File: src/mem_stage_pkg.sv
package mem_stage_pkg;

    ////////////////////////////////////////////////////////////
    // Load formatting and branch condition codes
    ////////////////////////////////////////////////////////////

    typedef enum logic [2:0] {
        LOAD_WORD   = 3'd0,
        LOAD_BYTE_S = 3'd1,
        LOAD_BYTE_U = 3'd2,
        LOAD_HALF_S = 3'd3,
        LOAD_HALF_U = 3'd4
    } load_sel_e;

    // Evaluated on lf (a < b) and zf (a == b)
    typedef enum logic [2:0] {
        COND_EQ = 3'd0,
        COND_NE = 3'd1,
        COND_LT = 3'd2,
        COND_GE = 3'd3,
        COND_GT = 3'd4,
        COND_LE = 3'd5
    } cond_e;

    ////////////////////////////////////////////////////////////
    // Stage records
    ////////////////////////////////////////////////////////////

    // Execute results entering the memory stage
    typedef struct packed {
        logic [31:0] pc_4;
        logic [31:0] alu_res;
        logic [31:0] store_data;
        logic        mem_r;
        logic        mem_w;
        logic [3:0]  mem_byte_en;
        logic        reg_w;
        logic [3:0]  reg_byte_en;
        logic [4:0]  rd_addr;
        load_sel_e   load_sel;
        logic        branch;
        logic        jmp;
        cond_e       condition;
        logic [31:0] target;
        logic        lf;
        logic        zf;
    } exmem_payload_t;

    // Writeback record
    typedef struct packed {
        logic [31:0] pc_4;
        logic [31:0] wb_data;
        logic        reg_w;
        logic [3:0]  reg_byte_en;
        logic [4:0]  rd_addr;
        logic        taken;
        logic [31:0] target;
    } memwb_payload_t;

    // Single RAM access at a byte address
    typedef struct packed {
        logic [31:0] addr;
        logic [31:0] wdata;
        logic [3:0]  byte_en;
        logic        we;
    } mem_req_t;

endpackage

File: src/mem_stage_unit.sv
`timescale 1ns/1ps

module mem_stage_unit (
    input  logic                          clk,
    input  logic                          rst,
    input  logic                          in_valid,
    output logic                          in_ready,
    input  mem_stage_pkg::exmem_payload_t in_data,
    output logic                          req_valid,
    input  logic                          req_ready,
    output mem_stage_pkg::mem_req_t       req,
    input  logic                          rsp_valid,
    input  logic [31:0]                   rsp_data,
    output logic                          out_valid,
    input  logic                          out_ready,
    output mem_stage_pkg::memwb_payload_t out_data
);

    typedef enum logic [1:0] {
        ST_IDLE,
        ST_WAIT,
        ST_DONE
    } state_t;

    state_t      state;
    logic        is_mem;
    logic        cond_met;
    logic [31:0] rdata_q;
    logic [7:0]  load_byte;
    logic [15:0] load_half;
    logic [31:0] load_data;

    assign is_mem = in_data.mem_r || in_data.mem_w;

    ////////////////////////////////////////////////////////////
    // Branch resolution
    ////////////////////////////////////////////////////////////

    always_comb begin
        case (in_data.condition)
            mem_stage_pkg::COND_EQ: cond_met = in_data.zf;
            mem_stage_pkg::COND_NE: cond_met = !in_data.zf;
            mem_stage_pkg::COND_LT: cond_met = in_data.lf;
            mem_stage_pkg::COND_GE: cond_met = !in_data.lf;
            mem_stage_pkg::COND_GT: cond_met = !in_data.lf && !in_data.zf;
            mem_stage_pkg::COND_LE: cond_met = in_data.lf || in_data.zf;
            default:                cond_met = 1'b0;
        endcase
    end

    ////////////////////////////////////////////////////////////
    // Data access
    ////////////////////////////////////////////////////////////

    // Word aligned address with lanes picked by byte_en
    assign req.addr    = {in_data.alu_res[31:2], 2'b00};
    assign req.wdata   = in_data.store_data;
    assign req.byte_en = in_data.mem_byte_en;
    assign req.we      = in_data.mem_w;

    always_comb begin
        req_valid = 1'b0;
        in_ready  = 1'b0;
        out_valid = 1'b0;
        case (state)
            ST_IDLE: begin
                if (is_mem) begin
                    req_valid = in_valid;
                end else begin
                    out_valid = in_valid;
                    in_ready  = out_ready;
                end
            end
            ST_DONE: begin
                out_valid = 1'b1;
                in_ready  = out_ready;
            end
            default: begin
                // Request in flight
            end
        endcase
    end

    always_ff @(posedge clk) begin
        if (rst) begin
            state <= ST_IDLE;
        end else begin
            case (state)
                ST_IDLE: begin
                    if (in_valid && is_mem && req_ready) begin
                        state <= ST_WAIT;
                    end
                end
                ST_WAIT: begin
                    if (rsp_valid) begin
                        state <= ST_DONE;
                    end
                end
                ST_DONE: begin
                    if (out_ready) begin
                        state <= ST_IDLE;
                    end
                end
                default: state <= ST_IDLE;
            endcase
        end
    end

    // Response word kept until the record is taken
    always_ff @(posedge clk) begin
        if (state == ST_WAIT && rsp_valid) begin
            rdata_q <= rsp_data;
        end
    end

    ////////////////////////////////////////////////////////////
    // Load formatting and writeback record
    ////////////////////////////////////////////////////////////

    assign load_byte = rdata_q[{in_data.alu_res[1:0], 3'b000} +: 8];
    assign load_half = in_data.alu_res[1] ? rdata_q[31:16] : rdata_q[15:0];

    always_comb begin
        case (in_data.load_sel)
            mem_stage_pkg::LOAD_BYTE_S: load_data = {{24{load_byte[7]}}, load_byte};
            mem_stage_pkg::LOAD_BYTE_U: load_data = {24'd0, load_byte};
            mem_stage_pkg::LOAD_HALF_S: load_data = {{16{load_half[15]}}, load_half};
            mem_stage_pkg::LOAD_HALF_U: load_data = {16'd0, load_half};
            default:                    load_data = rdata_q;
        endcase
    end

    always_comb begin
        out_data.pc_4        = in_data.pc_4;
        out_data.wb_data     = in_data.mem_r ? load_data : in_data.alu_res;
        out_data.reg_w       = in_data.reg_w;
        out_data.reg_byte_en = in_data.reg_byte_en;
        out_data.rd_addr     = in_data.rd_addr;
        out_data.taken       = in_data.jmp || (in_data.branch && cond_met);
        out_data.target      = in_data.target;
    end

    a_no_read_write: assert property (
        @(posedge clk) disable iff (rst)
        in_valid |-> !(in_data.mem_r && in_data.mem_w)
    );

endmodule

File: config.mk
export PLATFORM = sky130hd
export DESIGN_NAME = mem_stage_unit
export DESIGN_NICKNAME = d
export VERILOG_FILES = /design/src/mem_stage_pkg.sv /design/src/mem_stage_unit.sv
export SDC_FILE = /design/constraint.sdc
export NUM_CORES = 1
export LEC_CHECK = 0
export BUFFER_PORTS_ARGS = -buffer_cell sky130_fd_sc_hd__buf_2
export CORE_AREA = 2 2 143 145
export DETAILED_ROUTE_END_ITERATION = 7
export DIE_AREA = 0 0 145 147
export GPL_TIMING_DRIVEN = 0
export SLEW_MARGIN = 10
export SYNTH_ARGS = -nofsm -noshare
export SYNTH_HDL_FRONTEND = slang
export SYNTH_SLANG_ARGS = --single-unit
File: constraint.sdc
create_clock -name clk -period 5 [get_ports clk]
set_input_delay 1 -clock clk [delete_from_list [all_inputs] [get_ports clk]]
set_output_delay 1 -clock clk [all_outputs]
set_load 0.01 [all_outputs]
Yosys cells after proc, flatten, opt, wreduce, memory -nomap -nowiden:

Index checks and enable logic that the tools add are counted.

* register bits after elaboration: 34
* bits of input ports: 192

* equal/unequal tests: 14
* shifts and indexed selects: 1
* muxes and demuxes: 14
* reduce and logical (&&, ||, !) cells: 13

Operators by type and width (number)
* case mux 32 bit (4 select lines): 1
* 2-to-1 mux 32 bit: 1
* indexed part select 32 x 6 -> 8 bit: 1
* 2-to-1 mux 16 bit: 1
* == test 3 x 2 -> 1 bit, second input constant: 4
* == test 3 bit, second input constant: 3
* == test 3 x 1 -> 1 bit, second input constant: 2
* 2-to-1 mux 2 bit: 3
* inequality test 2 bit, second input constant: 3
* case mux 1 bit (6 select lines): 1
* case mux 2 bit (3 select lines): 1
* logical AND 1 bit: 5
* 2-to-1 mux 1 bit: 4
* case mux 1 bit (2 select lines): 2
* logical NOT 3 bit: 1
* logical OR 1 bit: 3
* AND reduction 3 bit: 1
* == test 2 x 1 -> 1 bit, second input constant: 1
* == test 2 bit, second input constant: 1
* logical NOT 1 bit: 2
* logical NOT 2 bit: 1

Depth between registers and ports, before layout:

* depth in word-level cells: 5
* mapped depth: 7
* gate-level depth less buffers: 5

Worst setup path after synthesis:

OpenSTA, ideal clock, no wires.

* path kind: in2reg
* start: input rsp_valid
* end: register rdata_q[0] (enable)
* library setup time: 471 ps
* arrival time: 3474 ps
* data required time: 4529 ps
* path slack: 1056 ps
* cell stages on the path: 2
* path buffers: 0
* cells stage by stage: inv_1 > nor3b_1

* cells in the longest elaborated chain, start to end: 1

RTL lines
* from (decl): RTL line mem_stage_unit.sv:12 `input logic rsp_valid,`
* logical AND 1 bit: RTL line mem_stage_unit.sv:111 `if (state == ST_WAIT && rsp_valid) begin`
* to (signal assigned): RTL line mem_stage_unit.sv:112 `rdata_q <= rsp_data;`
* to (decl): RTL line mem_stage_unit.sv:28 `logic [31:0] rdata_q;`

Every way passes these cells.
A chain may end at the register's enable or synchronous reset.

==> results.py <==
metrics = {
    "setup_path": {
        "crit_required_ns": 4.00,
        "crit_fanout": 10,
        "rr_worst_depth": 3,
        "r2r_slack_ns": 3.25,
        "path_class": "in -> out",
        "start_kind": "input pin",
        "crit_path_end_kind": "primary output",
        "critical_path_arrival_ns": 2.83,
    },
    "synth": {
        "synth_xor_area_frac": 0.0126,
        "avgSynthCellArea_sq_um": 8.77,
        "synth_seq_cells": 34,
        "yosysTopAreaCellShare": 0.321,
        "syn-cell-area_sq_um": 3370,
        "synthSimpleGateAreaFrac": 0.137,
        "async_flop_share": 0,
        "synth_cell_type_count": 54,
        "synth_top_family_by_area": "buffers and inverters",
        "synthCells": 384,
        "synth-adder-area-share": 0.00297,
        "synthTopCellsByArea": "buf_4 32%, edfxtp_1 29%, nor2_1 4.0%",
        "yosysWarnings": 0,
        "synthMuxAreaShare": 0.0327,
        "synth-edff-count": 32,
        "synth-compound-area-share": 0.166,
        "synth_seq_area_share": 0.297,
        "yosysTopAreaCell": "buf_4",
        "ys.flop_type": "edfxtp_1",
    },
    "layout": {
        "layout_common_cells": "262 x buf_2, 145 x buf_4, 36 x nor2_1, 32 x edfxtp_1, 27 x nand2_1",
        "fillCellCount": 2165,
        "layout-drive-gt1-share": 0.664,
        "area_delta_synth_final_pct": 53.6,
        "fin_nets": 843,
        "mostFrequentLayoutCell": "buf_2",
        "post_layout_nonfiller_instances": 925,
    },
    "sta": {
        "final_hold_viol_count": 0,
        "fin_crit_sh": 0.767,
        "worst_clock_skew_ns": 0.00453,
        "setup_viol_count_final": 0,
        "slew_headroom": 0.499,
        "period_minus_slack_ns": 3.83,
        "slew_violations": 0,
        "tightest_slew_ns": 0.732,
        "fin_tns_setup_ns": 0,
        "fmax_mhz": 261,
        "rsz0062_at_grt": "false",
    },
    "power_and_ir_drop": {
        "powerDensity_nw_per_um2": 194,
        "p_clk_frac": 0.302,
        "irDropWorstVdd_uv": 121,
        "power_frac_seq": 0.321,
        "p_int_uw": 696,
        "swShare": 0.308,
        "p_leak_nw": 2.69,
        "combPwrFrac": 0.377,
        "finalPower_mw": 1.01,
        "p_sw_uw": 310,
    },
    "route": {
        "dr.first_iter.drc_count": 123,
        "wl_per_cell_um": 16.0,
        "drt-vias-per-instance": 3.89,
        "vias": 3597,
        "final_antenna_net_count": 0,
        "drt-total-wl_mm": 14.8,
        "firstDrtPassIters": 5,
        "drc": 0,
    },
    "cts": {
        "postCtsHoldBufs": 0,
        "clockBufferDepth": 2,
        "postCtsSetupBuffers": 0,
        "cts_tree": "built",
        "cts_root_buf": "clkbuf_16",
        "htreeDepth": 2,
        "clock_latency_ns": 0.29,
        "post_cts_resize_count": 0,
        "clock_sinks": 34,
        "clk_pin_slew_ns": 0.05,
        "cts_buffers": 5,
    },
    "grt": {
        "grt_max_degree": 13,
        "grt_pass1_wl_mm": 20.8,
        "grt_antenna_before_repair": 3,
        "grt_use_total": 0.129,
        "gr-total-overflow": 0,
        "grt_pass1_vias": 3443,
    },
    "place": {
        "place.gp.congestion": 0.833,
        "place_hpwl_mm": 12.9,
        "io_buffers": 256,
        "place.detailed.instances": 914,
    },
    "floorplan": {
        "start_util": 0.170,
        "die_y_um": 147,
        "num_rows": 52,
        "io_pins": 371,
        "die_w_um": 145,
        "core_area_sq_um": 19800,
        "die_area_sq_um": 21300,
    },
    "worst_hold_path": {
        "holdCritPathClass": "reg -> reg",
        "hold_depth": 1,
    },
    "outcome": {
        "status": "finished, final reports clean",
    },
    "job": {
        "maxCapViolations": 0,
    },
}
==> cells in the mapped netlist, types with 2 or more instances <==
| cell type | n |
|---|---|
| xnor2_1 | 3 |
| clkbuf_1 | 7 |
| dfxtp_1 | 2 |
| a2bb2oi_1 | 6 |
| nor2b_1 | 3 |
| buf_4 | 144 |
| nor3_1 | 3 |
| o311ai_0 | 2 |
| o21ai_0 | 7 |
| a21oi_1 | 7 |
| a221oi_1 | 6 |
| a311o_1 | 2 |
| and3_1 | 15 |
| a211o_1 | 15 |
| mux2i_1 | 2 |
| a32oi_1 | 2 |
| o22ai_1 | 4 |
| a31oi_1 | 7 |
| nor2_1 | 36 |
| edfxtp_1 | 32 |
| nand2_1 | 27 |
| a21o_1 | 2 |
| mux2_2 | 6 |
| buf_2 | 6 |
| inv_1 | 5 |
| nor3b_1 | 4 |
| nor4b_1 | 2 |
==> cells by family after synthesis <==
family / count (synthesis)
fa+ha+maj: 1
mux: 9
buf+inv: 166
xor+xnor: 4
compound gates: 72
simple gates: 97
other cells: 1
flops: 34
==> state kept, by name, summed over array words and instances, names as in the netlist <==
name     cells
rdata_q     32
state        2
==> worst paths after layout <==
path                from      endpoint
max          in_data[41]  out_data[53]
min             state[1]      state[0]
max reg2reg     state[0]   rdata_q[12]
min reg2reg     state[1]      state[0]
==> power by group through the flow <==
stage	clock [mW]	combinational (mW)	sequential (mW)
finish	0.304	0.379	0.323
global placement	0	0.380	0.330
floorplan	0	0.225	0.327
detailed placement	0	0.383	0.329
CTS	0.309	0.385	0.323
global route	0.323	0.408	0.323
==> critical path, cell delays in order <==
cell and delay, ns:
buf_2 0.12, buf_2 0.18, buf_1 0.24, o21ai_1 0.57, nand2_1 0.12, a221oi_1 0.39, buf_2 0.20
==> layer usage <==
layer / GRT usage / share of wire / wire [um]
met1: 0.139 / 0.37 / 5500
met2: 0.238 / 0.52 / 7750
met5: 0 / 0 / 0
met4: 0.0470 / 0.023 / 341
met3: 0.0370 / 0.083 / 1230
==> through the flow <==
stage          hold WS (ns)  utilization  instance area [sq um]  setup slack (ns)
3_3_place_gp          0.521        0.252                   4990            -0.248
2_1_floorplan         0.479            -                   3370              1.06
4_1_cts               0.551        0.260                   5170              1.16
6_report              0.560        0.261                   5180              1.17
3_5_place_dp          0.544        0.253                   5030              1.17
5_1_grt               0.588        0.261                   5170              1.05
==> cell type report <==
class / count / area (sq um) / area share
Timing Repair Buffer: 259 / 1310 / 0.253
Multi-Input combinational cell: 185 / 1200 / 0.231
Buffer: 160 / 1160 / 0.224
Sequential cell: 34 / 1000 / 0.193
Tap cell: 270 / 338 / 0.0653
Clock buffer: 5 / 125 / 0.0242
Inverter: 6 / 22.5 / 0.00435
Clock inverter: 3 / 16.3 / 0.00314
Antenna cell: 3 / 7.51 / 0.00145
Power figures use the tool's default switching activity.
