<file path="config.mk">
export PLATFORM = sky130hd
export DESIGN_NAME = pipe_reg
export DESIGN_NICKNAME = d
export VERILOG_FILES = /design/src/pipe_reg.sv
export SDC_FILE = /design/constraint.sdc
export NUM_CORES = 1
export LEC_CHECK = 0
export BUFFER_PORTS_ARGS = -buffer_cell sky130_fd_sc_hd__buf_2
export CORE_AREA = 5 5 42 44
export CTS_CLUSTER_DIAMETER = 30
export DETAILED_ROUTE_END_ITERATION = 10
export DIE_AREA = 0 0 47 49
export GPL_TIMING_DRIVEN = 0
export SLEW_MARGIN = 15
export SYNTH_ARGS = -nofsm -noshare
export SYNTH_HDL_FRONTEND = slang
export SYNTH_SLANG_ARGS = --single-unit
</file>
<file path="constraint.sdc">
create_clock -name clk -period 0.8 [get_ports clk]
set_clock_uncertainty 0.05 [all_clocks]
set_input_delay 0.08 -clock clk [delete_from_list [all_inputs] [get_ports clk]]
set_output_delay 0.08 -clock clk [all_outputs]
set_load 0.005 [all_outputs]
</file>
<file path="src/pipe_reg.sv">
`timescale 1ns/1ps

module pipe_reg #(
    parameter type payload_t = logic
) (
    input  logic     clk,
    input  logic     rst,
    input  logic     flush,
    input  logic     in_valid,
    output logic     in_ready,
    input  payload_t in_data,
    output logic     out_valid,
    input  logic     out_ready,
    output payload_t out_data
);

    logic active;
    logic accept;

    // Stays closed while in reset, opens the cycle after
    always_ff @(posedge clk) begin
        if (rst) begin
            active <= 1'b0;
        end else begin
            active <= 1'b1;
        end
    end

    // Free slot, or the current entry leaves this cycle
    assign in_ready = active && (!out_valid || out_ready);
    assign accept   = in_valid && in_ready;

    always_ff @(posedge clk) begin
        if (rst) begin
            out_valid <= 1'b0;
        end else if (in_ready) begin
            // An accepted item under flush is dropped
            out_valid <= accept && !flush;
        end
    end

    always_ff @(posedge clk) begin
        if (accept) begin
            out_data <= in_data;
        end
    end

    // Held entry must not change while downstream stalls
    a_hold_stable: assert property (
        @(posedge clk) disable iff (rst)
        (out_valid && !out_ready) |=> $stable(out_data)
    );

endmodule

</file>
# Yosys cells after proc, flatten, opt, wreduce, memory -nomap -nowiden
# Cells that the tools add are included.
# W data, S select, Z words.
# word_totals
in_bits,6
out_inout_bits,3
rom_bits,0
mem_bits_rw,0
n_memories,0
word_cells,10
regBits,3
latchBits,0
# op_classes
n_reduce_logical,6
n_eq_ne,0
n_mux,1
mul,0
div_mod_pow,0
shifts,0
addsub,0
magnitude_cmp,0
bitwise_logic,0
# ops
cell,count
$logic_and A1 B1 Y1,3
$logic_not A1 Y1,2
$logic_or A1 B1 Y1,1
$mux W1,1

# Longest topological paths before layout
# Gate-level depths: netlist (run 1).
# logic_depth
depth_word,5
ltp_mapped,2
depth_no_buf,2

# Worst setup path after synthesis (run 1)
# Ideal clock, no wire load.
# synth_path
kind,reg-to-reg
startpoint,register out_valid
endpoint,"register out_data, enable pin"
required_time_ns,0.457
period_less_slack_ns,0.867
n_path_buf,0
setup_ns,0.293
path_slack_ns,-0.067
arrival_ns,0.524
path_stages_with_launch,3
path_cell_list,dfxtp_1 nand2b_1 and3_1
# synth_via
elab_chain_cells,4
# synth_lines
item,line,rtl
start: declaration,12,"output logic out_valid,"
start signal: assignment,38,out_valid <= accept && !flush;
$logic_not A1 Y1,30,assign in_ready = active && (!out_valid || out_ready);
$logic_or A1 B1 Y1,30,
$logic_and A1 B1 Y1,30,
$logic_and A1 B1 Y1,31,assign accept = in_valid && in_ready;
net accept,18,logic accept;
end signal: assignment,44,out_data <= in_data;
end: declaration,14,output payload_t out_data
# The timed path passes the listed nets, and every way through them passes these cells.
# A chain may end at the register's enable or synchronous reset.

# Worst setup path after layout (run 1)
# layout_path
startpoint,register out_valid
endpoint,output in_ready
# layout_via
elab_chain_cells,3
# layout_lines
item,line,rtl
$logic_not A1 Y1,30,
$logic_or A1 B1 Y1,30,
$logic_and A1 B1 Y1,30,
end: declaration,10,"output logic in_ready,"
# Every way passes these cells.

==> results of run 1 <==
[report_power, final]
group / internal [mW] / switching, mW / leakage [nW]
logic: 0.0377 / 0.0181 / 0.0685
clock network: 0.187 / 0.0852 / 0.0150
registers: 0.166 / 0.00408 / 0.0264
total: 0.391 / 0.107 / 0.110
[cell usage in the layout, fill, tap and decap left out]
cell           count
a21oi_2            1
nand2b_1           1
dfxtp_2            1
buf_6              2
inv_1              1
and2_4             1
dfxtp_1            1
buf_4              1
buf_2              5
edfxtp_1           1
dlygate4sd3_1      2
clkbuf_1           1
nand3b_1           1
a21bo_1            1
clkbuf_4           3
and3_1             1
[how the worst min path moves through the flow]
| stage | from | endpoint |
|---|---|---|
| 2_1_floorplan | rst | out_valid$_SDFFE_PP0P_ |
| 3_3_place_gp | rst | out_valid$_SDFFE_PP0P_ |
| 3_5_place_dp | rst | out_valid$_SDFFE_PP0P_ |
| 4_1_cts | flush | out_valid$_SDFFE_PP0P_ |
| 5_1_grt | flush | out_valid$_SDFFE_PP0P_ |
| 6_report | out_ready | out_valid$_SDFFE_PP0P_ |
[final cells by class]
class / count / area share, %
multi-input cells: 6 / 19.49
inverters: 1 / 1.538
clock buffers: 4 / 10.77
well taps: 16 / 8.205
repair buffers: 10 / 30.77
flip-flops and latches: 3 / 29.23
[cell families (layout without fill, tap and decap cells)]
kind of cell / after synthesis / in the layout / share of synthesized area, %
AO/OA/AOI/OAI: 2 / 2 / 15.79
buffers and inverters: 1 / 15 / 3.155
flip-flops: 3 / 3 / 58.95
AND/OR/NAND/NOR: 4 / 4 / 22.12
[layer usage]
| layer | up-vias | wire length (µm) | share of wire, % | GRT usage [%] |
|---|---|---|---|---|
| met5 | - | 0 | 0 | 0 |
| li1 | 61 | - | - | - |
| met1 | 54 | 190 | 52 | 5.507 |
| met2 | 9 | 106 | 29 | 4.072 |
| met3 | 0 | 66 | 18 | 3.690 |
| met4 | 0 | 0 | 0 | 5.530 |
[critical path, cell delays in order, from the launching register on]
cell and delay, ns:
dfxtp_2 0.32, nand2b_1 0.06, and2_4 0.14, buf_6 0.11
[repair_timing]
| action | in CTS | in global routing |
|---|---|---|
| setup endpoints to repair | 4 | 6 |
| buffers inserted | 1 | 0 |
| endpoints found under the hold margin | 3 | 0 |
| pin swaps | 1 | 1 |
| hold buffers | 2 | 0 |
| gates resized for setup | 1 | 2 |
[stage by stage]
step                power, mW  utilization (%)  setup TNS, ns  hold WS, ns  setup WS (ns)
global route           0.5358            17.41        -0.7085      0.07612        -0.2487
global placement       0.2096            12.86       -0.06718       0.2164       -0.06718
detailed placement     0.2107            12.86       -0.06855       0.2189       -0.06855
CTS                    0.5167            17.14        -0.5803      0.04760        -0.2274
floorplan              0.1861                -       -0.04905      0.08508       -0.04905
finish                 0.4989            17.41        -0.4841      0.06742        -0.1918
[synth_stat cells]
| cell | number |
|---|---|
| a21oi_2 | 1 |
| a21bo_1 | 1 |
| nand3b_1 | 1 |
| and2_1 | 1 |
| and3_1 | 1 |
| dfxtp_1 | 2 |
| inv_1 | 1 |
| nand2b_1 | 1 |
| edfxtp_1 | 1 |
[sequential cells by signal, indices dropped and copies added (netlist names)]
| register | flops |
|---|---|
| out_valid | 1 |
| active | 1 |
| out_data | 1 |
==> results.py, run 1 <==
metrics = {
    "status": {
        "status": "finished, violations left",
        "violations": "setup timing",
    },
    "global_route": {
        "grt_max_degree": 5,
        "overflow": 0,
        "grt_usage_pct": 4.581,
        "grt_pass1_vias": 148,
        "grt_pass1_wl_um": 641,
        "antenna_found_initial": 0,
    },
    "critical_path": {
        "critPathCapture": "in_ready",
        "critPathLaunchType": "flop",
        "reg2reg_depth": 2,
        "critical_path_class": "reg -> out",
        "endpoint_kind": "output port",
        "cp.arrival_ns": 0.86,
        "reg2reg_slack_ns": -0.08,
        "cp.required_ns": 0.67,
        "r2r-start": "out_valid$_SDFFE_PP0P_",
        "crit_path_start": "out_valid$_SDFFE_PP0P_",
        "rr_endpoint": "out_data$_DFFE_PP_",
        "critical_path_peak_fanout": 2,
    },
    "logic_synthesis": {
        "synth_area_leaders": "dfxtp_1 34%, edfxtp_1 25%, a21bo_1 8.4%",
        "ys_types": 9,
        "synth_nets": 16,
        "syn_inst": 10,
        "synth_seq_cells": 3,
        "ys_seq_area_share_pct": 58.95,
        "syn_area_um2": 118.9,
        "yosysWarnings": 0,
        "avgSynthCellArea_um2": 11.89,
        "synth_top_cell_area_share_pct": 33.68,
        "synth_area_leader_cell": "dfxtp_1",
    },
    "floorplanning": {
        "rows": 14,
        "die_y_um": 49,
        "core_um2": 1401,
        "dieArea_um2": 2303,
        "start_util_pct": 8.482,
        "die_w_um": 47,
        "ios": 9,
    },
    "final_layout": {
        "layout-drive-gt1-share_pct": 58.33,
        "multi_input_area_um2": 47.55,
        "antennaDiodeCount": 0,
        "syn_to_final_growth_pct": 105.3,
        "n_fill_cell": 163,
        "seq_area_um2": 71.32,
        "final_nets": 31,
        "stdcell_count": 40,
        "final_area_um2": 244.0,
    },
    "timing": {
        "fmax_mhz": 1008,
        "rsz0062_at_grt": "yes",
        "worstMarginPinSlew_ns": 0.1121,
        "hold_violations": 0,
        "relSlewSlack_pct": 92.51,
        "layout_setup_ws_ns": -0.1918,
        "drv_slew": 0,
        "fin_crit_ns": 0.9918,
        "finalCritPeriodShare_pct": 124.0,
        "setup_viol": 5,
    },
    "power_and_ir_drop": {
        "irDropWorstVdd_uv": 781.4,
        "p_leak_nw": 0.1099,
        "p_per_area_nw_per_um2": 2045,
    },
    "place": {
        "dp.cells": 34,
        "dpl_cell_area_um2": 180.2,
        "gp_congestion": 0.7644,
        "io_buffers": 8,
    },
    "routing": {
        "drt_iter0_markers": 0,
        "dr.pass1.iters": 1,
        "drc": 0,
        "via_count": 124,
        "drtAntennaViolNets": 0,
        "avgViaCountPerCell": 3.100,
        "avgRoutedWirePerCell_um": 9.100,
        "postRouteWirelength_um": 364,
    },
    "clock_network": {
        "cts.clk_slew.worst_paths_ns": 0.04,
        "clk_latency_ns": 0.23,
        "root_buffer": "clkbuf_4",
        "clockBufferDepth": 2,
        "cts.sinks": 3,
        "numCtsBuffers": 3,
        "htreeDepth": 1,
        "cts_tree": "built",
    },
    "job": {
        "maxCapViolations": 0,
    },
    "min_path": {
        "min_path_type": "in -> reg",
        "whs_path_depth": 3,
    },
}
Power figures use the tool's default switching activity.
==> run 2: changes to the inputs <==
--- a/config.mk
+++ b/config.mk
@@ -5,9 +5,11 @@
 export SDC_FILE = /design/constraint.sdc
 export NUM_CORES = 1
 export LEC_CHECK = 0
+export ABC_AREA = 1
 export BUFFER_PORTS_ARGS = -buffer_cell sky130_fd_sc_hd__buf_2
 export CORE_AREA = 5 5 42 44
 export CTS_CLUSTER_DIAMETER = 30
+export CTS_CLUSTER_SIZE = 8
 export DETAILED_ROUTE_END_ITERATION = 10
 export DIE_AREA = 0 0 47 49
 export GPL_TIMING_DRIVEN = 0
==> results.py, run 2 <==
metrics = {
    "global_route": {
        "grt_usage_pct": 3.732,
        "antenna_found_initial": 0,
        "grt_pass1_vias": 128,
        "grt_max_degree": 4,
        "grt_pass1_wl_um": 448,
        "overflow": 0,
    },
    "routing": {
        "via_count": 134,
        "avgViaCountPerCell": 2.913,
        "drt_iter0_markers": 0,
        "postRouteWirelength_um": 329,
        "dr.pass1.iters": 1,
        "drc": 0,
        "drtAntennaViolNets": 0,
        "avgRoutedWirePerCell_um": 7.152,
    },
    "logic_synthesis": {
        "synth_area_leader_cell": "dfxtp_1",
        "synth.top_cells.by_count": "5 x inv_1, 2 x dfxtp_1, 2 x nand2_1",
        "syn_area_um2": 121.4,
        "synth_edf_count": 1,
        "syn_inst": 14,
        "synth.most_common_cell": "inv_1",
        "ys_seq_area_share_pct": 57.73,
        "synth_top_cell_area_share_pct": 32.99,
        "synth_seq_cells": 3,
        "async_flop_share_pct": 0,
        "ys_types": 8,
        "synth_nets": 20,
        "avgSynthCellArea_um2": 8.669,
        "yosysWarnings": 0,
        "dominantRegCellSynth": "dfxtp_1",
        "synth_area_leaders": "dfxtp_1 33%, edfxtp_1 25%, inv_1 15%",
    },
    "power_and_ir_drop": {
        "p_leak_nw": 0.1286,
        "finalPower_uw": 480.0,
        "swShare_pct": 19.94,
        "p_per_area_nw_per_um2": 1899,
        "combPwrFrac_pct": 10.9,
        "irDropWorstVdd_uv": 332.2,
        "sequentialPowerShare_pct": 35.4,
        "p_int_uw": 384.3,
        "p_sw_uw": 95.69,
        "clockPowerShare_pct": 53.7,
    },
    "place": {
        "dp.cells": 38,
        "dpl_cell_area_um2": 185.2,
        "io_buffers": 8,
        "gp_congestion": 0.6803,
    },
    "critical_path": {
        "endpoint_kind": "output port",
        "cp.required_ns": 0.67,
        "reg2reg_slack_ns": -0.12,
        "critPathCapture": "in_ready",
        "rr_endpoint": "out_data$_DFFE_PP_",
        "cpMostUsedCell": "nand2_2",
        "cp.depth": 4,
        "reg2reg_depth": 3,
        "critPathLaunchType": "flop",
        "critPathMaxStageDelay_ns": 0.32,
        "crit_family": "flip-flops",
        "critical_path_peak_fanout": 3,
        "critical_path_class": "reg -> out",
        "crit_path_start": "out_valid$_SDFFE_PP0P_",
        "cp.arrival_ns": 0.84,
        "r2r-start": "out_valid$_SDFFE_PP0P_",
        "cpMaxStageDelayCell": "dfxtp_2",
        "critPathBufInv": 2,
        "cp_cell_sequence": "nand2_2, nand2_2, inv_2, buf_2",
    },
    "clock_network": {
        "cts.clk_slew.worst_paths_ns": 0.04,
        "cts.sinks": 3,
        "clockBufferDepth": 2,
        "root_buffer": "clkbuf_4",
        "htreeDepth": 1,
        "numCtsBuffers": 3,
        "clk_latency_ns": 0.23,
        "cts_tree": "built",
    },
    "timing": {
        "drv_slew": 0,
        "setup_viol": 5,
        "hold_violations": 0,
        "final.setup.tns_ns": -0.4348,
        "fmax_mhz": 1035,
        "finalCritPeriodShare_pct": 120.7,
        "layout_setup_ws_ns": -0.1658,
        "worstMarginPinSlew_ns": 0.1065,
        "fin_crit_ns": 0.9658,
        "relSlewSlack_pct": 92.89,
        "rsz0062_at_grt": "yes",
    },
    "status": {
        "status": "finished, violations left",
        "violations": "setup timing",
    },
    "final_layout": {
        "layout_common_cells": "7 x buf_2, 4 x inv_1, 3 x clkbuf_4",
        "syn_to_final_growth_pct": 108.2,
        "stdcell_count": 46,
        "final_area_um2": 252.7,
        "final_nets": 37,
        "reg_top3": "active (1), out_data (1), out_valid (1)",
        "n_fill_cell": 164,
        "final_common_cell": "buf_2",
        "antennaDiodeCount": 0,
        "layout-drive-gt1-share_pct": 60.00,
    },
    "min_path": {
        "whs_path_depth": 3,
        "min_path_type": "in -> reg",
        "holdCritStartpoint": "in_valid",
    },
    "floorplanning": {
        "rows": 14,
        "die_y_um": 49,
        "die_w_um": 47,
        "core_um2": 1401,
        "dieArea_um2": 2303,
        "ios": 9,
        "start_util_pct": 8.661,
    },
    "job": {
        "maxCapViolations": 0,
    },
}
==> run 2: final cells by class <==
cell class,count,area (µm²),area share (%)
multi-input cells,6,35.03,13.86
clock buffers,4,26.28,10.40
well taps,16,20.02,7.921
repair buffers,12,81.33,32.18
flip-flops and latches,3,71.32,28.22
inverters,5,18.77,7.426
==> run 2: how the worst min path moves through the flow <==
stage | endpoint
after floorplan | out_valid$_SDFFE_PP0P_
after global routing | out_valid$_SDFFE_PP0P_
final | out_valid$_SDFFE_PP0P_
after global placement | out_valid$_SDFFE_PP0P_
after detailed placement | out_valid$_SDFFE_PP0P_
after CTS | out_valid$_SDFFE_PP0P_
==> run 2: layer usage <==
metal | routed length [µm] | share of wire (%) | GRT usage (%)
met2 | 115 | 35 | 3.167
met1 | 133 | 40 | 2.637
met4 | 0 | 0 | 5.530
met5 | 0 | 0 | 0
met3 | 80 | 24 | 5.535
==> run 2: power by group through the flow <==
| stage | combinational, mW | sequential (mW) | clock (mW) |
|---|---|---|---|
| after floorplan | 0.0146 | 0.173 | 0 |
| after global placement | 0.0368 | 0.172 | 0 |
| after detailed placement | 0.0370 | 0.172 | 0 |
| after CTS | 0.0502 | 0.170 | 0.272 |
| after global routing | 0.0578 | 0.170 | 0.301 |
| final | 0.0521 | 0.170 | 0.258 |
==> run 2: metrics by stage <==
stage / setup WS, ns / hold slack [ns] / util (%)
CTS: -0.1638 / 0.08102 / 17.50
finish: -0.1658 / 0.09011 / 18.04
detailed placement: -0.1033 / 0.2060 / 13.21
global placement: -0.08556 / 0.2086 / 13.21
global route: -0.2275 / 0.08284 / 18.04
floorplan: -0.07316 / 0.08508 / -
==> run 2: worst reg2reg max path, delay by kind of cell, from the launching register on <==
kind | cells | cell delay, ns
AND/OR/NAND/NOR | 3 | 0.26
flip-flops | 1 | 0.31
==> run 2: repair_timing <==
item / in CTS / in global routing
hold buffers: 2 / 0
setup buffers: 1 / 1
pin swaps: 0 / 1
gates cloned: 0 / 0
gates resized for setup: 1 / 1
setup endpoints to repair: 4 / 5
hold endpoints to repair: 3 / 0
==> run 2: logic make-up after synthesis <==
family,count (synthesis),synth area share (%)
flops,3,57.73
compound gates,1,7.218
buf+inv,5,15.47
simple gates,5,19.59
