File: config.mk
export PLATFORM = sky130hd
export DESIGN_NAME = mem_arbiter
export DESIGN_NICKNAME = d
export VERILOG_FILES = /design/src/mem_stage_pkg.sv /design/src/mem_arbiter.sv
export SDC_FILE = /design/constraint.sdc
export NUM_CORES = 1
export LEC_CHECK = 0
export ABC_AREA = 1
export BUFFER_PORTS_ARGS = -buffer_cell sky130_fd_sc_hd__buf_2
export CELL_PAD_IN_SITES_DETAIL_PLACEMENT = 1
export CELL_PAD_IN_SITES_GLOBAL_PLACEMENT = 1
export CORE_MARGIN = 5
export CORE_UTILIZATION = 20
export CTS_CLUSTER_DIAMETER = 80
export DETAILED_ROUTE_END_ITERATION = 8
export PLACE_DENSITY = 0.88
export SYNTH_ARGS = -nofsm -noshare
export SYNTH_HDL_FRONTEND = slang
export SYNTH_SLANG_ARGS = --single-unit
File: constraint.sdc
create_clock -name clk -period 0.97 [get_ports clk]
set_input_delay 0.194 -clock clk [delete_from_list [all_inputs] [get_ports clk]]
set_output_delay 0.194 -clock clk [all_outputs]
set_load 0.02 [all_outputs]
File: src/mem_stage_pkg.sv
package mem_stage_pkg;

    ////////////////////////////////////////////////////////////
    // Load formatting and branch condition codes
    ////////////////////////////////////////////////////////////

    typedef enum logic [2:0] {
        LOAD_WORD   = 3'd0,
        LOAD_BYTE_S = 3'd1,
        LOAD_BYTE_U = 3'd2,
        LOAD_HALF_S = 3'd3,
        LOAD_HALF_U = 3'd4
    } load_sel_e;

    // Evaluated on lf (a < b) and zf (a == b)
    typedef enum logic [2:0] {
        COND_EQ = 3'd0,
        COND_NE = 3'd1,
        COND_LT = 3'd2,
        COND_GE = 3'd3,
        COND_GT = 3'd4,
        COND_LE = 3'd5
    } cond_e;

    ////////////////////////////////////////////////////////////
    // Stage records
    ////////////////////////////////////////////////////////////

    // Execute results entering the memory stage
    typedef struct packed {
        logic [31:0] pc_4;
        logic [31:0] alu_res;
        logic [31:0] store_data;
        logic        mem_r;
        logic        mem_w;
        logic [3:0]  mem_byte_en;
        logic        reg_w;
        logic [3:0]  reg_byte_en;
        logic [4:0]  rd_addr;
        load_sel_e   load_sel;
        logic        branch;
        logic        jmp;
        cond_e       condition;
        logic [31:0] target;
        logic        lf;
        logic        zf;
    } exmem_payload_t;

    // Writeback record
    typedef struct packed {
        logic [31:0] pc_4;
        logic [31:0] wb_data;
        logic        reg_w;
        logic [3:0]  reg_byte_en;
        logic [4:0]  rd_addr;
        logic        taken;
        logic [31:0] target;
    } memwb_payload_t;

    // Single RAM access at a byte address
    typedef struct packed {
        logic [31:0] addr;
        logic [31:0] wdata;
        logic [3:0]  byte_en;
        logic        we;
    } mem_req_t;

endpackage

File: src/mem_arbiter.sv
`timescale 1ns/1ps

module mem_arbiter (
    input  logic                    clk,
    input  logic                    rst,
    input  logic                    data_valid,
    output logic                    data_ready,
    input  mem_stage_pkg::mem_req_t data_req,
    output logic                    data_rsp_valid,
    input  logic                    fetch_valid,
    output logic                    fetch_ready,
    input  mem_stage_pkg::mem_req_t fetch_req,
    output logic                    fetch_rsp_valid,
    output logic                    ram_valid,
    output mem_stage_pkg::mem_req_t ram_req,
    input  logic                    ram_rsp_valid
);

    logic grant_fetch;
    logic owner_fetch;

    // Data port wins and the RAM never stalls
    assign data_ready  = 1'b1;
    assign fetch_ready = !data_valid;
    assign grant_fetch = fetch_valid && !data_valid;

    assign ram_valid = data_valid || fetch_valid;
    assign ram_req   = data_valid ? data_req : fetch_req;

    // Owner of the access now in the RAM
    always_ff @(posedge clk) begin
        if (rst) begin
            owner_fetch <= 1'b0;
        end else begin
            owner_fetch <= grant_fetch;
        end
    end

    assign data_rsp_valid  = ram_rsp_valid && !owner_fetch;
    assign fetch_rsp_valid = ram_rsp_valid && owner_fetch;

    a_one_grant: assert property (
        @(posedge clk) disable iff (rst)
        (data_valid && fetch_valid) |-> !(data_ready && fetch_ready)
    );

endmodule

Word level (Yosys, flattened, before mapping)
Index checks and enable logic that the tools add are counted.
Widths: inputs -> output; s select.
- input port bits: 143
- word-level logic and storage cells: 8
- output and inout bits: 74
- bits in registers: 1
- reduce and logical (&&, ||, !) cells: 6
- mux-type cells: 1
- operator list (kind ; count):
    $mux 69 ; 1
    $logic_and 1x1->1 ; 3
    $logic_not 1->1 ; 2
    $logic_or 1x1->1 ; 1

Longest topological paths before layout
Gate-level depths: netlist of the first run.
- depth in word-level cells: 2
- mapped depth: 5
- gate-level depth less buffers: 3

Worst setup path after synthesis of the first run
Ideal clock, no wire load.
- kind: input to output
- start: in data_valid
- end: out ram_valid
- required time: 776 ps
- buffers on the path: 2
- setup slack: 27 ps
- arrival: 749 ps
- stages on the path: 3
- cells stage by stage: buf_6 > buf_6 > or2_1
- cells in the longest elaborated chain, start to end: 1
- ends and longest elaborated chain (item ; RTL line ; source):
    start: declaration ; mem_arbiter.sv:6 ; input logic data_valid,
    $logic_or 1x1->1 ; mem_arbiter.sv:27 ; assign ram_valid = data_valid || fetch_valid;
    end: declaration ; mem_arbiter.sv:14 ; output logic ram_valid,
Every way passes these cells.

==> flow_summary_export.csv, run 1 <==
group,metric,value,unit
layout,largest_register,"owner_fetch",
layout,final_util,0.411,
critical_path,slowest_stage,"clkbuf_16",
place,dpl_worst_slack,-0.265,ns
critical_path,cp-start-kind,"input port",
hold_path,hold_path_class,"input port to register",
global_route,grt_max_degree,28,
outcome,violations,"negative setup slack",
route,avgRoutedWirePerCell,15.6,um
sta,finalSetupTns,-3.74,ns
synthesis,synth_area_per_cell,7.52,um2
place,io_buffers,215,
sta,fmaxAchievable,954,MHz
layout,antenna_cells,0,
synthesis,synth_seq_cells,1,
synthesis,async_flop_share,0,
synthesis,synth_top_flop_cell,"dfxtp_1",
layout,largest_register_ffs,1,
route,route.final.wire_length,8780,um
floorplan,ios,217,
power_and_ir_drop,p_leak,2.18,nW
sta,period_share,1.08,
global_route,grt_pass1_vias,2632,
layout,top_regs,"owner_fetch: 1 flops",
route,dr.pass1.iters,2,
sta,period_minus_slack,1.05,ns
sta,layout_setup_ws,-0.0782,ns
global_route,grtUsageTotal,0.143,
critical_path,required,0.78,ns
synthesis,yosys.cell_count.top_type,"nand2_1",
layout,design_area,0.00355,mm2
global_route,grt_pass1_wl,13000,um
floorplan,die_w,104,um
route,drt_iter0_drc,23,
route,num_vias,2333,
synthesis,synth_top_area_share,0.444,
critical_path,cp_max_fo,13,
synthesis,synthTopCellsByCount,"nand2_1, nand2_2, nand2_4",
synthesis,yosysWarnings,0,
critical_path,critPathTopFamily,"buffers and inverters",
place,place_area,0.00289,mm2
floorplan,rows,34,
route,vias_per_cell,4.16,
power_and_ir_drop,powerDensity,571,mW/mm2
critical_path,cpPeakStageDelay,0.19,ns
synthesis,syn_area,0.00175,mm2
floorplan,die_area,0.0107,mm2
global_route,antenna_found_initial,1,
synthesis,yosysTopAreaCell,"nand2_4",
global_route,overflow,0,
layout,finalNetCount,598,
layout,drive_above_1_share,0.832,
critical_path,endpoint_kind,"primary output",
synthesis,synth.top_cells.by_area,"nand2_4, nand2_2, nand2_1, buf_12, buf_4",
place,gp_congestion,0.785,
synthesis,seq_area_frac_synth,0.0114,
sta,rsz0062_at_grt,"true",
critical_path,worstPathCellList,"buf_16 > clkbuf_16 > nand2_1 > nand2_4 > buf_6",
synthesis,syn_nets,376,
floorplan,start_util,0.203,
route,ant_nets,0,
flow_run,cap_violations,0,
place,post-dp-hpwl,6760,um
floorplan,die_y,104,um
critical_path,path_class,"input port to primary output",
floorplan,core,0.00864,mm2
layout,area_growth,102,%
clock_tree,clkTransAtPathRegs,0,ns
sta,hold_violations,0,
route,drc,0,
synthesis,netlist_instances,233,
power_and_ir_drop,vdd_drop_max,0.236,mV
critical_path,worst-path-buf-inv,3,
synthesis,synth_enable_flop_cells,0,
sta,hold_slack,0.353,ns
outcome,outcome,"finished, violations left",
critical_path,arrival,0.85,ns
layout,fill_cells,1072,
sta,drv_slew,0,
synthesis,synth_cell_type_count,13,
sta,setup_viol,69,
==> metal layers <==
layer | track usage | vias up | routed length [um]
li1 | - | 1124 | -
met1 | 0.135 | 1073 | 2670
met2 | 0.301 | 120 | 5260
met3 | 0.0361 | 14 | 689
met4 | 0.0253 | 2 | 146
met5 | 0 | - | 13
==> kinds of logic (layout without fill, tap and decap cells) <==
logic type	count (synthesis)	in the layout	share of synthesized area
and+or+nand+nor	212	212	0.850
buffers and inverters	19	239	0.136
other	1	1	0.00214
DFF	1	1	0.0114
==> final cells by class <==
cell class	count	area, um2	area share
Inverter	3	27.5	0.00776
Sequential cell	1	20.0	0.00565
Multi-Input combinational cell	213	1510	0.425
Timing Repair Buffer	235	1830	0.515
Tap cell	108	135	0.0381
Timing Repair inverter	1	30.0	0.00847
==> final timing paths <==
| check | from | endpoint | slack, ns | cells after the start |
|---|---|---|---|---|
| min | rst | owner_fetch$_SDFF_PP0_ | 0.35 | 2 |
| max | data_valid | ram_req[67] | -0.08 | 5 |
==> per-stage QoR <==
stage	instances	power [mW]
3_3_place_gp	551	1.58
2_1_floorplan	233	0.985
4_1_cts	560	1.93
3_5_place_dp	551	1.63
6_report	561	2.03
5_1_grt	561	2.16
==> what timing repair did <==
item	CTS	global route
gates cloned	6	4
setup buffers	3	0
resized for setup	87	45
hold buffers	0	0
setup endpoints to repair	71	69
pin swaps	0	0
endpoints found under the hold margin	0	0
==> where the power goes <==
group | total [mW] | internal [mW] | switching [mW]
Sequential | 0.0445 | 0.0437 | 0.000831
Clock | 0 | 0 | 0
Combinational | 1.98 | 0.958 | 1.02
==> cell usage in the layout (no fill, tap or decap) <==
cell / n
inv_16: 1
inv_1: 2
nand2_1: 69
nand2_2: 69
buf_4: 36
or2_1: 1
conb_1: 1
dfxtp_1: 1
buf_16: 8
buf_8: 3
nor2_1: 2
buf_2: 148
buf_6: 31
buf_12: 5
clkbuf_16: 4
nand2_4: 71
clkinv_16: 1
Note: power is estimated with default switching activity, not from simulation.
==> run 2: changes to the inputs <==
--- a/config.mk
+++ b/config.mk
@@ -11,9 +11,10 @@
 export CELL_PAD_IN_SITES_GLOBAL_PLACEMENT = 1
 export CORE_MARGIN = 5
 export CORE_UTILIZATION = 20
+export CTS_BUF_LIST = sky130_fd_sc_hd__clkbuf_8 sky130_fd_sc_hd__clkbuf_16
 export CTS_CLUSTER_DIAMETER = 80
 export DETAILED_ROUTE_END_ITERATION = 8
-export PLACE_DENSITY = 0.88
+export PLACE_DENSITY_LB_ADDON = 0.1
 export SYNTH_ARGS = -nofsm -noshare
 export SYNTH_HDL_FRONTEND = slang
 export SYNTH_SLANG_ARGS = --single-unit
==> run 2 against run 1 <==
Design area up 6.9%; the flow still finishes with violations (negative setup slack); worst hold slack got worse by 0.0011 ns; global-route usage decreased by 0.47 points; core utilization grew 2.8 points; critical path depth grew 1; sequential share of layout area hardly changed.
==> flow_summary_export.csv, run 2 (synthesis results as in run 1) <==
group,metric,value,unit
sta,period_share,1.12,
floorplan,rows,34,
global_route,grt_max_degree,16,
place,post-dp-hpwl,6480,um
sta,fmaxAchievable,921,MHz
sta,setup_viol,69,
layout,drive_above_1_share,0.849,
route,vias_per_cell,4.03,
layout,fill_cells,1065,
sta,period_minus_slack,1.09,ns
global_route,grtUsageTotal,0.138,
route,avgRoutedWirePerCell,13.9,um
place,dp.cells,554,
global_route,grt_pass1_vias,2532,
power_and_ir_drop,powerDensity,562,mW/mm2
critical_path,cpPeakStageDelay,0.27,ns
floorplan,die_w,104,um
layout,largest_register,"owner_fetch",
route,ant_nets,0,
route,dr.pass1.iters,2,
sta,drv_slew,0,
critical_path,cp_max_fo,5,
route,m1WireLength,2680,um
layout,largest_register_ffs,1,
global_route,antenna_found_initial,0,
power_and_ir_drop,vdd_drop_max,0.235,mV
sta,finalSetupTns,-5.23,ns
hold_path,hold_path_class,"input port to register",
route,num_vias,2311,
floorplan,ios,217,
sta,rsz0062_at_grt,"true",
route,met3_length,741,um
critical_path,startpoint,"data_valid",
critical_path,slowest_stage,"bufbuf_16",
critical_path,endpoint_kind,"primary output",
sta,hold_violations,0,
route,drt_iter0_drc,23,
global_route,grt_pass1_wl,12500,um
layout,final_cell_mix,"buf_2, nand2_2, nand2_4",
critical_path,cp-start-kind,"input port",
floorplan,die_y,104,um
flow_run,cap_violations,0,
layout,multiInputGateArea,0.00151,mm2
clock_tree,clkTransAtPathRegs,0,ns
critical_path,required,0.78,ns
layout,layout.area.seq,20.0,um2
hold_path,hold_end,"owner_fetch$_SDFF_PP0_",
hold_path,min_from,"rst",
layout,top_regs,"owner_fetch: 1 flops",
layout,finalNetCount,610,
layout,area_growth,116,%
hold_path,whs_path_depth,2,
global_route,overflow,0,
route,drc,0,
place,gp_congestion,0.712,
layout,final_util,0.439,
route,route.final.wire_length,7970,um
critical_path,path_class,"input port to primary output",
route,dr_wl_met2,4540,um
critical_path,worstPathCellList,"buf_16 > inv_12 > bufbuf_16 > nand2_4 > nand2_2 > buf_4",
sta,layout_setup_ws,-0.115,ns
floorplan,die_area,0.0107,mm2
route,routed.top_layer,"met3",
layout,antenna_cells,0,
critical_path,arrival,0.89,ns
layout,final_cells,573,
layout,mostFrequentLayoutCell,"buf_2",
place,place_area,0.00295,mm2
outcome,violations,"negative setup slack",
place,io_buffers,215,
floorplan,start_util,0.203,
clock_tree,cts_hold_buf,0,
power_and_ir_drop,p_leak,2.30,nW
outcome,outcome,"finished, violations left",
layout,design_area,0.00379,mm2
floorplan,core,0.00864,mm2
## run 2: cell types whose count changed in the layout (fill, tap and decap cells not counted), sizes merged
cell and change:
buf +12, bufbuf +3, clkbuf -3, clkinv -1, inv +1
## run 2: layout make-up
cell class	count	area share
flip-flops and latches	1	0.00528
multi-input cells	213	0.399
well taps	108	0.0356
repair inverters	1	0.00429
inverters	3	0.00627
repair buffers	247	0.550
## run 2: where the power goes
group	switching [mW]	internal [mW]
clock network	0	0
registers	0.00117	0.0437
logic	1.01	1.08
## run 2: how the worst max path moves through the flow
stage                             end  cells past startpoint
after floorplan             ram_valid                      3
after global placement    ram_req[59]                      5
after detailed placement  ram_req[60]                      5
after CTS                 ram_req[32]                      6
after global routing      ram_req[16]                      7
final                     ram_req[58]                      6
## run 2: metal layers
| metal | GRT usage | vias up |
|---|---|---|
| li1 | - | 1150 |
| met1 | 0.139 | 1054 |
| met2 | 0.290 | 107 |
| met3 | 0.0386 | 0 |
| met4 | 0 | 0 |
| met5 | 0 | - |
## run 2: worst max-delay path, delay by kind of cell
family	cells	cell delay, ns
buf+inv	4	0.61
simple gates	2	0.09
## run 2: repair_timing
item / CTS / global route
gates cloned: 9 / 0
pin swaps: 1 / 1
setup endpoints to repair: 71 / 71
resized for setup: 131 / 15
setup buffers: 9 / 1
hold endpoints to repair: 0 / 0
## run 2: per-stage QoR
stage / hold slack, ns / power [mW] / setup slack, ns
2_1_floorplan: 0.266 / 0.985 / 0.0269
3_3_place_gp: 0.352 / 1.63 / -0.266
3_5_place_dp: 0.354 / 1.65 / -0.282
4_1_cts: 0.354 / 2.12 / -0.129
5_1_grt: 0.362 / 2.27 / -0.149
6_report: 0.352 / 2.13 / -0.115
==> run 3: changes to the inputs <==
==> constraint.sdc (replaced) <==
create_clock -name clk -period 0.97 [get_ports clk]
set_input_delay 0.194 -clock clk [delete_from_list [all_inputs] [get_ports clk]]
set_output_delay 0.194 -clock clk [all_outputs]
set_load 0.1 [all_outputs]
==> run 3 against run 2 <==
The run still ends with negative setup slack left; sequential share of layout area is 0.15 points lower; core utilization is 22 points higher; first-iteration DRC count is 22% lower; sequential power is 3% higher; sequential cell count stayed put; cell count is 1.7% lower; via count is 3.9% higher; routed wire length is 25% higher; worst setup slack worse by 0.046 ns; total power is 130% higher; worst hold slack worse by 0.0097 ns; fmax is 4.1% lower.
==> flow_summary_export.csv, run 3 (synthesis results as in run 1) <==
group,metric,value,unit
critical_path,worstPathCellList,"buf_16 > clkinv_16 > clkbuf_16 > nand2_8 > nand2_8 > buf_12",
layout,top_regs,"owner_fetch: 1 flops",
clock_tree,clkTransAtPathRegs,0,ns
global_route,grt_max_degree,19,
sta,hold_violations,0,
hold_path,hold_end,"owner_fetch$_SDFF_PP0_",
floorplan,die_w,104,um
critical_path,cpPeakStageDelay,0.19,ns
sta,rsz0062_at_grt,"true",
route,vias_per_cell,4.27,
place,gp_congestion,0.777,
place,post-dp-hpwl,8100,um
sta,layout_setup_ws,-0.162,ns
route,drc,0,
route,dr.pass1.iters,4,
power_and_ir_drop,vdd_drop_max,0.431,mV
power_and_ir_drop,power,4.87,mW
sta,setup_viol,71,
outcome,outcome,"finished, violations left",
floorplan,ios,217,
sta,drv_slew,0,
floorplan,rows,34,
global_route,grt_pass1_wl,14700,um
critical_path,required,0.78,ns
critical_path,endpoint_kind,"primary output",
hold_path,whs_path_depth,2,
critical_path,worst-path-buf-inv,4,
route,route.final.wire_length,9990,um
layout,design_area,0.00567,mm2
critical_path,critPathTopFamily,"buffers and inverters",
flow_run,cap_violations,0,
layout,final_cell_mix,"buf_2, nand2_8, buf_12",
sta,fmaxAchievable,884,MHz
layout,largest_register,"owner_fetch",
hold_path,min_from,"rst",
hold_path,hold_path_class,"input port to register",
critical_path,slowest_stage,"clkbuf_16",
outcome,violations,"negative setup slack",
critical_path,cp-start-kind,"input port",
route,ant_nets,0,
global_route,grt_pass1_vias,2758,
global_route,overflow,0,
route,avgRoutedWirePerCell,17.7,um
place,dpl_worst_slack,-0.418,ns
critical_path,arrival,0.94,ns
route,num_vias,2402,
layout,drive_above_1_share,0.969,
route,drt_iter0_drc,18,
sta,period_share,1.17,
place,place_area,0.00508,mm2
critical_path,cp_max_fo,6,
power_and_ir_drop,powerDensity,858,mW/mm2
layout,largest_register_ffs,1,
layout,area_growth,224,%
floorplan,start_util,0.203,
global_route,grtUsageTotal,0.167,
critical_path,path_class,"input port to primary output",
layout,fill_cells,876,
layout,finalNetCount,599,
critical_path,crit_path_frequent_cell,"nand2_8",
sta,period_minus_slack,1.13,ns
power_and_ir_drop,p_leak,2.61,nW
floorplan,die_y,104,um
floorplan,core,0.00864,mm2
global_route,antenna_found_initial,1,
layout,mostFrequentLayoutCell,"buf_2",
place,io_buffers,215,
floorplan,die_area,0.0107,mm2
## run 3: layout make-up
type	instances	area, um2	area share
Timing Repair Buffer	236	2640	0.465
Antenna cell	1	2.50	0.000441
Timing Repair inverter	1	20.0	0.00353
Inverter	3	41.3	0.00728
Multi-Input combinational cell	213	2820	0.496
Tap cell	108	135	0.0238
Sequential cell	1	21.3	0.00375
## run 3: repair_timing
action	CTS	global route
hold buffers	0	0
setup buffers	1	1
pin swaps	0	6
resized for setup	51	44
cloned	4	5
endpoints found under the setup margin	71	71
## run 3: per-stage QoR
| step | TNS (ns) | std cells | utilization | hold slack (ns) |
|---|---|---|---|---|
| 2_1_floorplan | -3.31 | 233 | - | 0.258 |
| 3_3_place_gp | -24.49 | 551 | 0.589 | 0.344 |
| 3_5_place_dp | -25.63 | 551 | 0.589 | 0.345 |
| 4_1_cts | -12.07 | 556 | 0.617 | 0.345 |
| 5_1_grt | -10.68 | 563 | 0.657 | 0.358 |
| 6_report | -9.12 | 563 | 0.657 | 0.343 |
## run 3: how the worst max path moves through the flow
| stage | startpoint | end | slack [ns] | cells after the start |
|---|---|---|---|---|
| finish | data_valid | ram_req[58] | -0.16 | 6 |
| global route | data_valid | ram_req[59] | -0.18 | 6 |
| CTS | data_valid | ram_req[56] | -0.20 | 6 |
| detailed placement | data_valid | ram_req[38] | -0.42 | 5 |
| global placement | data_valid | ram_req[65] | -0.37 | 5 |
| floorplan | data_valid | ram_req[65] | -0.18 | 5 |
## run 3: power by group
| group | leakage, nW | internal, mW | switching [mW] | total [mW] |
|---|---|---|---|---|
| clock | 0.00000634 | 0.000000138 | 0 | 0.000000138 |
| combinational | 2.60 | 1.81 | 3.01 | 4.82 |
| sequential | 0.00861 | 0.0440 | 0.00222 | 0.0463 |
| total | 2.61 | 1.85 | 3.01 | 4.87 |
## run 3: routing by layer
layer	share of wire	track usage	vias up
li1	-	-	1131
met1	0.29	0.159	1130
met2	0.60	0.340	131
met3	0.092	0.0585	10
met4	0.019	0.0253	0
met5	0	0	-
